==> config.mk <==
export PLATFORM = sky130hd
export DESIGN_NAME = spi_req_interconnect
export DESIGN_NICKNAME = d
export VERILOG_FILES = /design/src/spi_arb_pkg.sv /design/src/spi_req_pkg.sv /design/src/spi_grant_ctrl.sv /design/src/spi_req_mux.sv /design/src/spi_wr_path.sv /design/src/spi_rd_path.sv /design/src/spi_req_interconnect.sv
export SDC_FILE = /design/constraint.sdc
export NUM_CORES = 1
export LEC_CHECK = 0
export ABC_AREA = 0
export BUFFER_PORTS_ARGS = -buffer_cell sky130_fd_sc_hd__buf_2
export CELL_PAD_IN_SITES_DETAIL_PLACEMENT = 1
export CELL_PAD_IN_SITES_GLOBAL_PLACEMENT = 1
export CORE_AREA = 3 3 277 279
export DETAILED_ROUTE_END_ITERATION = 8
export DIE_AREA = 0 0 280 282
export PLACE_DENSITY_LB_ADDON = 0.15
export REMOVE_ABC_BUFFERS = 1
export SLEW_MARGIN = 5
export SYNTH_ARGS = -nofsm -noshare
export SYNTH_HDL_FRONTEND = slang
export SYNTH_SLANG_ARGS = --single-unit
==> constraint.sdc <==
create_clock -name m0 -period 6.5 [get_ports m0]
set_input_delay 0.325 -clock m0 [delete_from_list [all_inputs] [get_ports m0]]
set_output_delay 0.325 -clock m0 [all_outputs]
set_load 0.01 [all_outputs]
==> src/spi_arb_pkg.sv <==
//====================================================================
// arbitration constants and controller types for the spi requester
// interconnect, imported by the controller, datapath and top level
//====================================================================
`default_nettype none

package spi_arb_pkg;

    //================================================================
    // port count
    //================================================================
    // requester ports sharing the one master
    localparam int num_ports = 8;
    localparam int port_w    = $clog2(num_ports);

    // index of one requester port
    typedef logic [port_w-1:0] port_idx_t;

    // one bit per requester port
    typedef logic [num_ports-1:0] port_vec_t;

    //================================================================
    // grant fsm
    //================================================================
    // scan polls one port per clock, issue waits for master busy,
    // exec waits for busy to drop, done pulses finish
    typedef enum logic [2:0] {
        idle,
        scan,
        issue,
        exec,
        done
    } grant_state_t;

    // controller to datapath
    typedef struct packed {
        port_idx_t port;
        logic      capture;
        logic      issue;
        logic      active;
    } grant_ctl_t;

endpackage

`default_nettype wire

==> src/spi_req_pkg.sv <==
//====================================================================
// spi request fields and data beat types shared by the requester and
// master sides of the interconnect
//====================================================================
`default_nettype none

package spi_req_pkg;

    // port count comes from the arbitration package
    import spi_arb_pkg::num_ports;

    //================================================================
    // widths
    //================================================================
    // transfer length in bytes
    localparam int len_w  = 24;
    // spi opcode
    localparam int cmd_w  = 8;
    // one stream beat
    localparam int data_w = 8;

    typedef logic [len_w-1:0]  len_t;
    typedef logic [cmd_w-1:0]  cmd_t;
    typedef logic [data_w-1:0] data_t;

    //================================================================
    // request and stream bundles
    //================================================================
    // total length, write length, command, 56 bits
    typedef struct packed {
        len_t req_len;
        len_t req_wr_len;
        cmd_t req_cmd;
    } spi_req_t;

    // one beat per requester port
    typedef data_t [num_ports-1:0] data_arr_t;

    // request fields of every requester port
    typedef spi_req_t [num_ports-1:0] req_arr_t;

endpackage

`default_nettype wire

==> src/spi_grant_ctrl.sv <==
//====================================================================
// round-robin grant controller, polls one requester per clock and
// steers the datapath through grant_ctl_t
//====================================================================
`timescale 1ns/100ps
`default_nettype none

module spi_grant_ctrl (
    input  wire                     m0,
    input  wire                     rst_n,
    input  spi_arb_pkg::port_vec_t  request,
    input  wire                     m_busy,
    output spi_arb_pkg::grant_ctl_t ctl,
    output spi_arb_pkg::port_vec_t  finish,
    output spi_arb_pkg::port_vec_t  busy
);

    import spi_arb_pkg::*;

    grant_state_t state;
    grant_state_t state_nxt;
    // polled port in scan, granted port from issue to done
    port_idx_t    ptr;
    port_vec_t    ptr_onehot;
    port_vec_t    busy_q;

    assign ptr_onehot = port_vec_t'(1) << ptr;

    //================================================================
    // state machine
    //================================================================
    always_ff @(posedge m0 or negedge rst_n) begin
        if (!rst_n) begin
            state <= idle;
        end else begin
            state <= state_nxt;
        end
    end

    always_comb begin
        state_nxt = state;
        case (state)
            idle: state_nxt = scan;
            // grant the first pending port seen
            scan: begin
                if (request[ptr]) begin
                    state_nxt = issue;
                end
            end
            // master has taken the command
            issue: begin
                if (m_busy) begin
                    state_nxt = exec;
                end
            end
            // transfer over
            exec: begin
                if (!m_busy) begin
                    state_nxt = done;
                end
            end
            done:    state_nxt = scan;
            default: state_nxt = idle;
        endcase
    end

    // pointer moves on an empty poll and after a grant,
    // frozen while a port holds the master
    always_ff @(posedge m0 or negedge rst_n) begin
        if (!rst_n) begin
            ptr <= '0;
        end else if ((state == scan && !request[ptr]) || state == done) begin
            ptr <= ptr + port_idx_t'(1);
        end
    end

    //================================================================
    // datapath control
    //================================================================
    always_comb begin
        ctl.port    = ptr;
        ctl.capture = (state == scan) && request[ptr];
        ctl.issue   = (state == issue);
        ctl.active  = (state == issue) || (state == exec);
    end

    //================================================================
    // requester feedback
    //================================================================
    // one cycle finish pulse on the granted port
    assign finish = (state == done) ? ptr_onehot : '0;

    // master busy mirrored one cycle late, granted port only
    always_ff @(posedge m0 or negedge rst_n) begin
        if (!rst_n) begin
            busy_q <= '0;
        end else begin
            busy_q <= m_busy ? ptr_onehot : '0;
        end
    end

    assign busy = busy_q;

endmodule

`default_nettype wire

==> src/spi_req_mux.sv <==
//====================================================================
// latches the granted port's request fields and presents the
// registered request to the spi master
//====================================================================
`timescale 1ns/100ps
`default_nettype none

module spi_req_mux (
    input  wire                     m0,
    input  wire                     rst_n,
    input  spi_arb_pkg::grant_ctl_t ctl,
    input  spi_req_pkg::req_arr_t   req,
    output logic                    m_request,
    output spi_req_pkg::spi_req_t   m_req
);

    import spi_req_pkg::*;

    // fields of the port being granted
    spi_req_t cap_q;

    // taken in the scan cycle that finds the request,
    // dropped once the issue state is over
    always_ff @(posedge m0) begin
        if (ctl.capture) begin
            cap_q <= req[ctl.port];
        end else if (!ctl.issue) begin
            cap_q <= '0;
        end
    end

    //================================================================
    // master request
    //================================================================
    // both follow the issue state by one register stage so the
    // fields are valid exactly while m_request is high
    always_ff @(posedge m0 or negedge rst_n) begin
        if (!rst_n) begin
            m_request <= 1'b0;
            m_req     <= '0;
        end else begin
            m_request <= ctl.issue;
            m_req     <= ctl.issue ? cap_q : '0;
        end
    end

endmodule

`default_nettype wire

==> src/spi_wr_path.sv <==
//====================================================================
// write stream from the granted requester to the spi master through
// a one-entry valid/ready stage
//====================================================================
`timescale 1ns/100ps
`default_nettype none

module spi_wr_path (
    input  wire                     m0,
    input  wire                     rst_n,
    input  spi_arb_pkg::grant_ctl_t ctl,
    input  spi_arb_pkg::port_vec_t  wr_vld,
    input  spi_req_pkg::data_arr_t  wr_data,
    output spi_arb_pkg::port_vec_t  wr_ready,
    output logic                    m_wr_vld,
    output spi_req_pkg::data_t      m_wr_data,
    input  wire                     m_wr_ready
);

    import spi_req_pkg::*;

    logic  stage_vld;
    data_t stage_data;
    logic  in_vld;
    logic  in_ready;
    logic  take;
    logic  drain;

    // only the granted port's stream is looked at
    assign in_vld   = ctl.active && wr_vld[ctl.port];
    // room when empty or when the master takes the held beat
    assign drain    = stage_vld && m_wr_ready;
    assign in_ready = ctl.active && (!stage_vld || m_wr_ready);
    assign take     = in_vld && in_ready;

    // ready back to the granted port, others held off
    always_comb begin
        wr_ready           = '0;
        wr_ready[ctl.port] = in_ready;
    end

    //================================================================
    // stage
    //================================================================
    always_ff @(posedge m0 or negedge rst_n) begin
        if (!rst_n) begin
            stage_vld <= 1'b0;
        end else if (take) begin
            stage_vld <= 1'b1;
        end else if (drain) begin
            stage_vld <= 1'b0;
        end
    end

    always_ff @(posedge m0) begin
        if (take) begin
            stage_data <= wr_data[ctl.port];
        end
    end

    assign m_wr_vld  = stage_vld;
    assign m_wr_data = stage_data;

endmodule

`default_nettype wire

==> src/spi_rd_path.sv <==
//====================================================================
// read stream from the spi master back to the granted requester
// through a one-entry valid/ready stage
//====================================================================
`timescale 1ns/100ps
`default_nettype none

module spi_rd_path (
    input  wire                     m0,
    input  wire                     rst_n,
    input  spi_arb_pkg::grant_ctl_t ctl,
    input  wire                     m_rd_vld,
    input  spi_req_pkg::data_t      m_rd_data,
    output logic                    m_rd_ready,
    output spi_arb_pkg::port_vec_t  rd_vld,
    output spi_req_pkg::data_arr_t  rd_data,
    input  spi_arb_pkg::port_vec_t  rd_ready
);

    import spi_arb_pkg::*;
    import spi_req_pkg::*;

    logic      stage_vld;
    data_t     stage_data;
    // port the held beat belongs to
    port_idx_t stage_port;
    logic      take;
    logic      drain;

    // the last beat can still sit here after the grant has ended,
    // so it drains to the port it was taken for
    assign drain      = stage_vld && rd_ready[stage_port];
    // master held off outside a grant
    assign m_rd_ready = ctl.active && (!stage_vld || rd_ready[stage_port]);
    assign take       = m_rd_vld && m_rd_ready;

    //================================================================
    // stage
    //================================================================
    always_ff @(posedge m0 or negedge rst_n) begin
        if (!rst_n) begin
            stage_vld  <= 1'b0;
            stage_port <= '0;
        end else if (take) begin
            stage_vld  <= 1'b1;
            stage_port <= ctl.port;
        end else if (drain) begin
            stage_vld  <= 1'b0;
        end
    end

    always_ff @(posedge m0) begin
        if (take) begin
            stage_data <= m_rd_data;
        end
    end

    //================================================================
    // fan out
    //================================================================
    // beat shows on one port only, every other port reads zero
    always_comb begin
        rd_vld  = '0;
        rd_data = '0;
        if (stage_vld) begin
            rd_vld[stage_port]  = 1'b1;
            rd_data[stage_port] = stage_data;
        end
    end

endmodule

`default_nettype wire

==> src/spi_req_interconnect.sv <==
//====================================================================
// top level, eight spi requesters sharing one spi master engine by
// round-robin grant
//====================================================================
`timescale 1ns/100ps
`default_nettype none

module spi_req_interconnect (
    input  wire                    m0,
    input  wire                    rst_n,
    // requester side
    input  spi_arb_pkg::port_vec_t request,
    input  spi_req_pkg::req_arr_t  req,
    output spi_arb_pkg::port_vec_t finish,
    output spi_arb_pkg::port_vec_t busy,
    input  spi_arb_pkg::port_vec_t wr_vld,
    input  spi_req_pkg::data_arr_t wr_data,
    output spi_arb_pkg::port_vec_t wr_ready,
    output spi_arb_pkg::port_vec_t rd_vld,
    output spi_req_pkg::data_arr_t rd_data,
    input  spi_arb_pkg::port_vec_t rd_ready,
    // master side
    output wire                    m_request,
    output spi_req_pkg::spi_req_t  m_req,
    input  wire                    m_busy,
    output wire                    m_wr_vld,
    output spi_req_pkg::data_t     m_wr_data,
    input  wire                    m_wr_ready,
    input  wire                    m_rd_vld,
    input  spi_req_pkg::data_t     m_rd_data,
    output wire                    m_rd_ready
);

    import spi_arb_pkg::*;

    // grant state to the three datapath blocks
    grant_ctl_t ctl;

    spi_grant_ctrl i_spi_grant_ctrl (
        .m0      (m0),
        .rst_n   (rst_n),
        .request (request),
        .m_busy  (m_busy),
        .ctl     (ctl),
        .finish  (finish),
        .busy    (busy)
    );

    spi_req_mux i_spi_req_mux (
        .m0        (m0),
        .rst_n     (rst_n),
        .ctl       (ctl),
        .req       (req),
        .m_request (m_request),
        .m_req     (m_req)
    );

    spi_wr_path i_spi_wr_path (
        .m0         (m0),
        .rst_n      (rst_n),
        .ctl        (ctl),
        .wr_vld     (wr_vld),
        .wr_data    (wr_data),
        .wr_ready   (wr_ready),
        .m_wr_vld   (m_wr_vld),
        .m_wr_data  (m_wr_data),
        .m_wr_ready (m_wr_ready)
    );

    spi_rd_path i_spi_rd_path (
        .m0         (m0),
        .rst_n      (rst_n),
        .ctl        (ctl),
        .m_rd_vld   (m_rd_vld),
        .m_rd_data  (m_rd_data),
        .m_rd_ready (m_rd_ready),
        .rd_vld     (rd_vld),
        .rd_data    (rd_data),
        .rd_ready   (rd_ready)
    );

endmodule

`default_nettype wire

* Word-level counts from Yosys, hierarchy flattened
Cells that the tools add are included.
** Word-level totals
- Bits in registers :: 148
- Input bits :: 549
- Output and inout port bits :: 163
** Cells by class
- Add/sub/neg operators :: 1
- $lt $le $gt $ge :: 4
- Equality and inequality tests :: 7
- Shifts and indexed selects :: 1
- Muxes and demuxes :: 30
- Bitwise operators :: 2
- Reduce and logical (&&, ||, !) cells :: 23
** Operators with widths (count)
- binary-select mux 56 bit (select 3 bit) :: 1
- 2-to-1 mux 56 bit :: 3
- AND 64 bit :: 1
- 2-to-1 mux 64 bit :: 1
- 2-to-1 mux 8 bit :: 5
- binary-select mux 8 bit (select 3 bit) :: 1
- demux 8 bit (select 3 bit) :: 1
- one-hot mux 3 bit (4 select lines) :: 1
- logical AND 1 bit :: 11
- binary-select mux 1 bit (select 3 bit) :: 3
- 2-to-1 mux 1 bit :: 9
- 2-to-1 mux 3 bit :: 3
- AND 8 bit :: 1
- < comparator 3 x 4 -> 1 bit (second input constant) :: 2
- left shift 1 x 3 -> 8 bit (first input constant) :: 1
- demux 1 bit (select 3 bit) :: 2
- == test 3 x 2 -> 1 bit (second input constant) :: 2
- greater-or-equal comparator 3 x 1 -> 1 bit (second input constant) :: 2
- != test 2 bit (second input constant) :: 3
- logical OR 1 bit :: 4
- nonzero test 2 bit :: 2
- adder 3 x 1 -> 3 bit (second input constant) :: 1
- == test 3 x 1 -> 1 bit (second input constant) :: 1
- == test 3 bit (second input constant) :: 1
- 4 further kinds :: 6

* Logic depth before layout (Yosys ltp)
- Word-level depth :: 6
- Mapped depth :: 8
- Gate-level depth less buffers :: 4

* Hierarchy
Synthesis repeated with hierarchy kept, for this count alone.
** Unflattened totals
- Cell total of the unflattened synthesis :: 987
- Area, all modules :: 10178.5 sq um
** Modules (own cells, without submodules)
- spi_req_mux :: times used 1, cells an instance 688, area each 7325.8 sq um
- spi_rd_path :: times used 1, cells an instance 111, area each 989.7 sq um
- spi_wr_path :: times used 1, cells an instance 97, area each 983.4 sq um
- spi_grant_ctrl :: times used 1, cells an instance 91, area each 879.6 sq um

* Least setup slack after synthesis
No wires, ideal clock.
- Path type :: reg-to-reg
- From :: reg i_spi_grant_ctrl.ptr[0]
- To :: reg i_spi_wr_path.stage_data[1] (netlist: i_spi_wr_path.m_wr_data[1]) (data pin)
- Arrival time :: 1834 ps
- Required time :: 6247 ps
- Slack :: 4413 ps
- Cell stages (with the launch flop) :: 8
- Cell sequence :: dfrtp_1 > buf_6 > buf_2 > buf_2 > buf_2 > mux4_2 > nand2_1 > nand2_1
** Between the ends
- Word-level cells in the longest chain between the ends :: 2
** RTL lines
- from (decl) :: line spi_grant_ctrl.sv:23 : port_idx_t ptr;
- from (signal assigned) :: line spi_grant_ctrl.sv:73 : ptr <= ptr + port_idx_t'(1);
- binary-select mux 8 bit (select 3 bit) :: line spi_wr_path.sv:57 : stage_data <= wr_data[ctl.port];
- 2-to-1 mux 8 bit (implied by the code) :: line spi_wr_path.sv:57
- to (signal assigned) :: line spi_wr_path.sv:57
- to (decl) :: line spi_wr_path.sv:23 : data_t stage_data;
Every way passes these cells. The select of a mux whose other input is x is not followed.
A chain may end at the register's enable or synchronous reset.

* Final worst setup path
- From :: reg i_spi_grant_ctrl.ptr[2]
- To :: reg i_spi_req_mux.cap_q[54] (netlist bit)
** Between the ends
- Word-level cells in the longest chain between the ends :: 4
** RTL lines
- binary-select mux 1 bit (select 3 bit) :: line spi_grant_ctrl.sv:82 : ctl.capture = (state == scan) && request[ptr];
- 2-to-1 mux 1 bit (implied by the code) :: line spi_grant_ctrl.sv:82
- logical AND 1 bit :: line spi_grant_ctrl.sv:82
- 2-to-1 mux 56 bit * :: line spi_req_mux.sv:25 : if (ctl.capture) begin
- to (signal assigned) :: line spi_req_mux.sv:26 : cap_q <= req[ctl.port];
- to (decl) :: line spi_req_mux.sv:20 : spi_req_t cap_q;
Mark *: on every way between the ends. The rest lies on a longest branch, timed or not. The select of a mux whose other input is x is not followed.

==> metrics.txt <==
Worst-Margin Slew 1000 ps; Synth Area per Inst 13.3 µm²; post-DR wirelength/cell around 22 µm; RSZ-0062 raised after global routing false; Final Util ~19%; total gr overflow 0; CP cell instances buf_4 > buf_4 > mux4_2 > mux2i_1 > o21bai_1; complex-gate fraction of the synthesized area 5.63%; Synth top area share 32.0%; number of post-CTS setup repair buffers 0; Power per Cell Area 353 nW/µm²; gr usage total 13.0%; Die Area 79000 µm²; commonest cells after routing, fill and taps aside buf_2, mux4_2, and2_1; largest stage delay on the critical path 860 ps; Die X-Extent 280 µm; Final Hold Viols 0; post-synth cell types 34; first-pass GRT wire length 72900 µm; total CTS buffers 17; clk slew on worst S/H paths 70 ps; internal power 3110 µW; sequential share of power 27.1%; crit share post-route 44.8%; layout cells sized above 1 64.0%; most used cell, CP buf_4; max-slew violation count 0; Initial DRT Pass Iterations 6; IO buf count 711; post-synthesis simple-gate area fraction between 10% and 20%; fmax 343 MHz; post-layout minimum cycle time 2910 ps; CTS sink cnt 148; number of global-route vias before repair 10100; DP Worst Slack 3530 ps; row cnt 100; Slew headroom 33.1%; final wirelength ~52000 µm; filler instances 8714; IO Pins 712; sw frac 39.1%; Initial DRC Count between 200 and 250; P_leak 0.00714 µW; Residual DRC 0; WP data arrival 3250 ps; post-synthesis xor/xnor area fraction 0.0956%; Detail Route Antenna Nets 0; yosys warns 0; largest net degree at the start of global routing 95; post-synthesis sequential area ratio 38.2%; CP delay by family, top buffers and inverters; nets 1940; NetSw 2000 µW; setup violators final 0; kind of end point of the critical path register; CP max stage cell buf_4; initial antenna violation count 47; Layout area overhead 58.2%; Worst Skew approximately 28 ps; Worst EP required 6840 ps; H-tree Lvls 4; gp weighted congestion 0.767; die height 282 µm; Max clock buf depth 2; number of vias per cell 3.73; Comb power frac 53.9%; mux share of post-synthesis cell area 39.7%; Min Hold Slack roughly 160 ps; Via Count 8890; Buf/Inv on CP 2; flops & latches, synth about 150; Synth area leader mux4_2; Hold Crit Class in2reg; Setup CP Type reg2reg; Synth Area in Adders 0.820%; CTS root buf clkbuf_16; maxcap violations 0; Core ar. 74400 µm²; Mapped Cells 691; Starting Density 12.3%; Post-Syn Area 9160 µm²; largest cells by area after synthesis mux4_2, dfrtp_1, dfxtp_1, and2_1, mux2i_1; most common cell after layout, fill and taps aside buf_2; CTS tree built; Worst-Skew Late Latency a little under 500 ps; status complete, no violations; Worst Path Max Fanout 70; main combinational cell family by area after synthesis multiplexers; Clk pwr share 19.0%; post-cts gate resize count 0; CP Launch Type register; # hold bufs at CTS 9; dpl hpwl 43300 µm; final worst setup slack 3590 ps; worst vdd ir ~0.24 mV
## cell type report
class	instances	area [µm²]	area share [%]
Tap cell	969	1210	8.37
Clock inverter	14	124	0.855
Inverter	4	17.5	0.121
Clock buffer	17	425	2.94
Antenna cell	19	47.5	0.328
Sequential cell	148	3510	24.2
Multi-Input combinational cell	485	5420	37.4
Timing Repair Buffer	729	3730	25.7
## worst reg2reg max path: stages, from the launching register on
cell,delay (ps)
dfrtp_4,400
buf_4,740
buf_4,880
mux4_2,520
mux2i_1,160
o21bai_1,80
## registers in the layout (all words and copies together), names as in the netlist
signal,cells
i_spi_req_mux.m_request,1
i_spi_grant_ctrl.ptr,3
i_spi_rd_path.stage_data,8
i_spi_grant_ctrl.state,3
i_spi_rd_path.stage_vld,1
i_spi_wr_path.m_wr_vld,1
i_spi_grant_ctrl.busy,8
i_spi_wr_path.m_wr_data,8
i_spi_req_mux.cap_q,56
i_spi_req_mux.m_req,56
i_spi_rd_path.stage_port,3
## metrics by stage
step | setup TNS, ps | power, µW | instance area, µm² | instances
after floorplan | -45360 | 3580 | 8920 | 637
after global placement | 0 | 4270 | 13800 | 2326
after detailed placement | 0 | 4300 | 13800 | 2326
after CTS | 0 | 5340 | 14400 | 2366
after global routing | 0 | 5570 | 14500 | 2369
final | 0 | 5120 | 14500 | 2385
## synth_stat cells (all sizes together)
master,n
o221ai,1
o21bai,56
nand2,33
mux2i,63
clkbuf,29
o31a,1
o21a,1
nand2b,11
and2,126
and3,11
mux2,7
o32a,1
buf,25
dfrtp,76
edfxtp,16
nor2,24
a21o,1
mux4,130
nor2b,1
a2bb2oi,1
a21oi,4
nand3b,1
clkinv,1
ha,6
dfxtp,56
inv,3
o22ai,2
xnor2,1
o221a,1
or2,2
## logic make-up (layout without fill, tap and decap cells)
| logic type | Yosys count | after routing |
|---|---|---|
| and+or+nand+nor | 209 | 209 |
| xor gates and xnor gates | 1 | 1 |
| buffers and inverters | 58 | 764 |
| muxes | 200 | 200 |
| AOI/OAI and AO/OA | 69 | 69 |
| adders and majority gates | 6 | 6 |
| DFF | 148 | 148 |
| other | 0 | 19 |
## power groups by stage
stage / sequential, µW / combinational [µW] / clock (µW)
2_1_floorplan: 1660 / 1920 / 0
3_3_place_gp: 1410 / 2850 / 0
3_5_place_dp: 1420 / 2880 / 0
4_1_cts: 1400 / 2900 / 1040
5_1_grt: 1440 / 3070 / 1060
6_report: 1390 / 2760 / 971
## per-layer routing
metal	up-vias	share of wire, %	track usage, %
met1	4350	36	13.9
met3	80	8.6	5.11
met4	28	1.5	3.08
li1	4032	-	-
met2	400	54	24.2
met5	-	0.39	0
## worst paths after layout
check	startpoint	endpoint	slack [ps]	depth (start not counted)
max reg2reg	i_spi_grant_ctrl.ptr[2]	i_spi_req_mux.cap_q[54]	3590	5
max in group asynchronous	rst_n	i_spi_req_mux.m_req[20]	4940	3
max	i_spi_grant_ctrl.ptr[2]	i_spi_req_mux.cap_q[54]	3590	5
min in group asynchronous	rst_n	i_spi_req_mux.m_req[44]	330	2
min	m_wr_ready	i_spi_wr_path.m_wr_vld	160	3
min reg2reg	i_spi_req_mux.cap_q[0]	i_spi_req_mux.m_req[0]	460	1
Note: power is estimated with default switching activity, not from simulation.
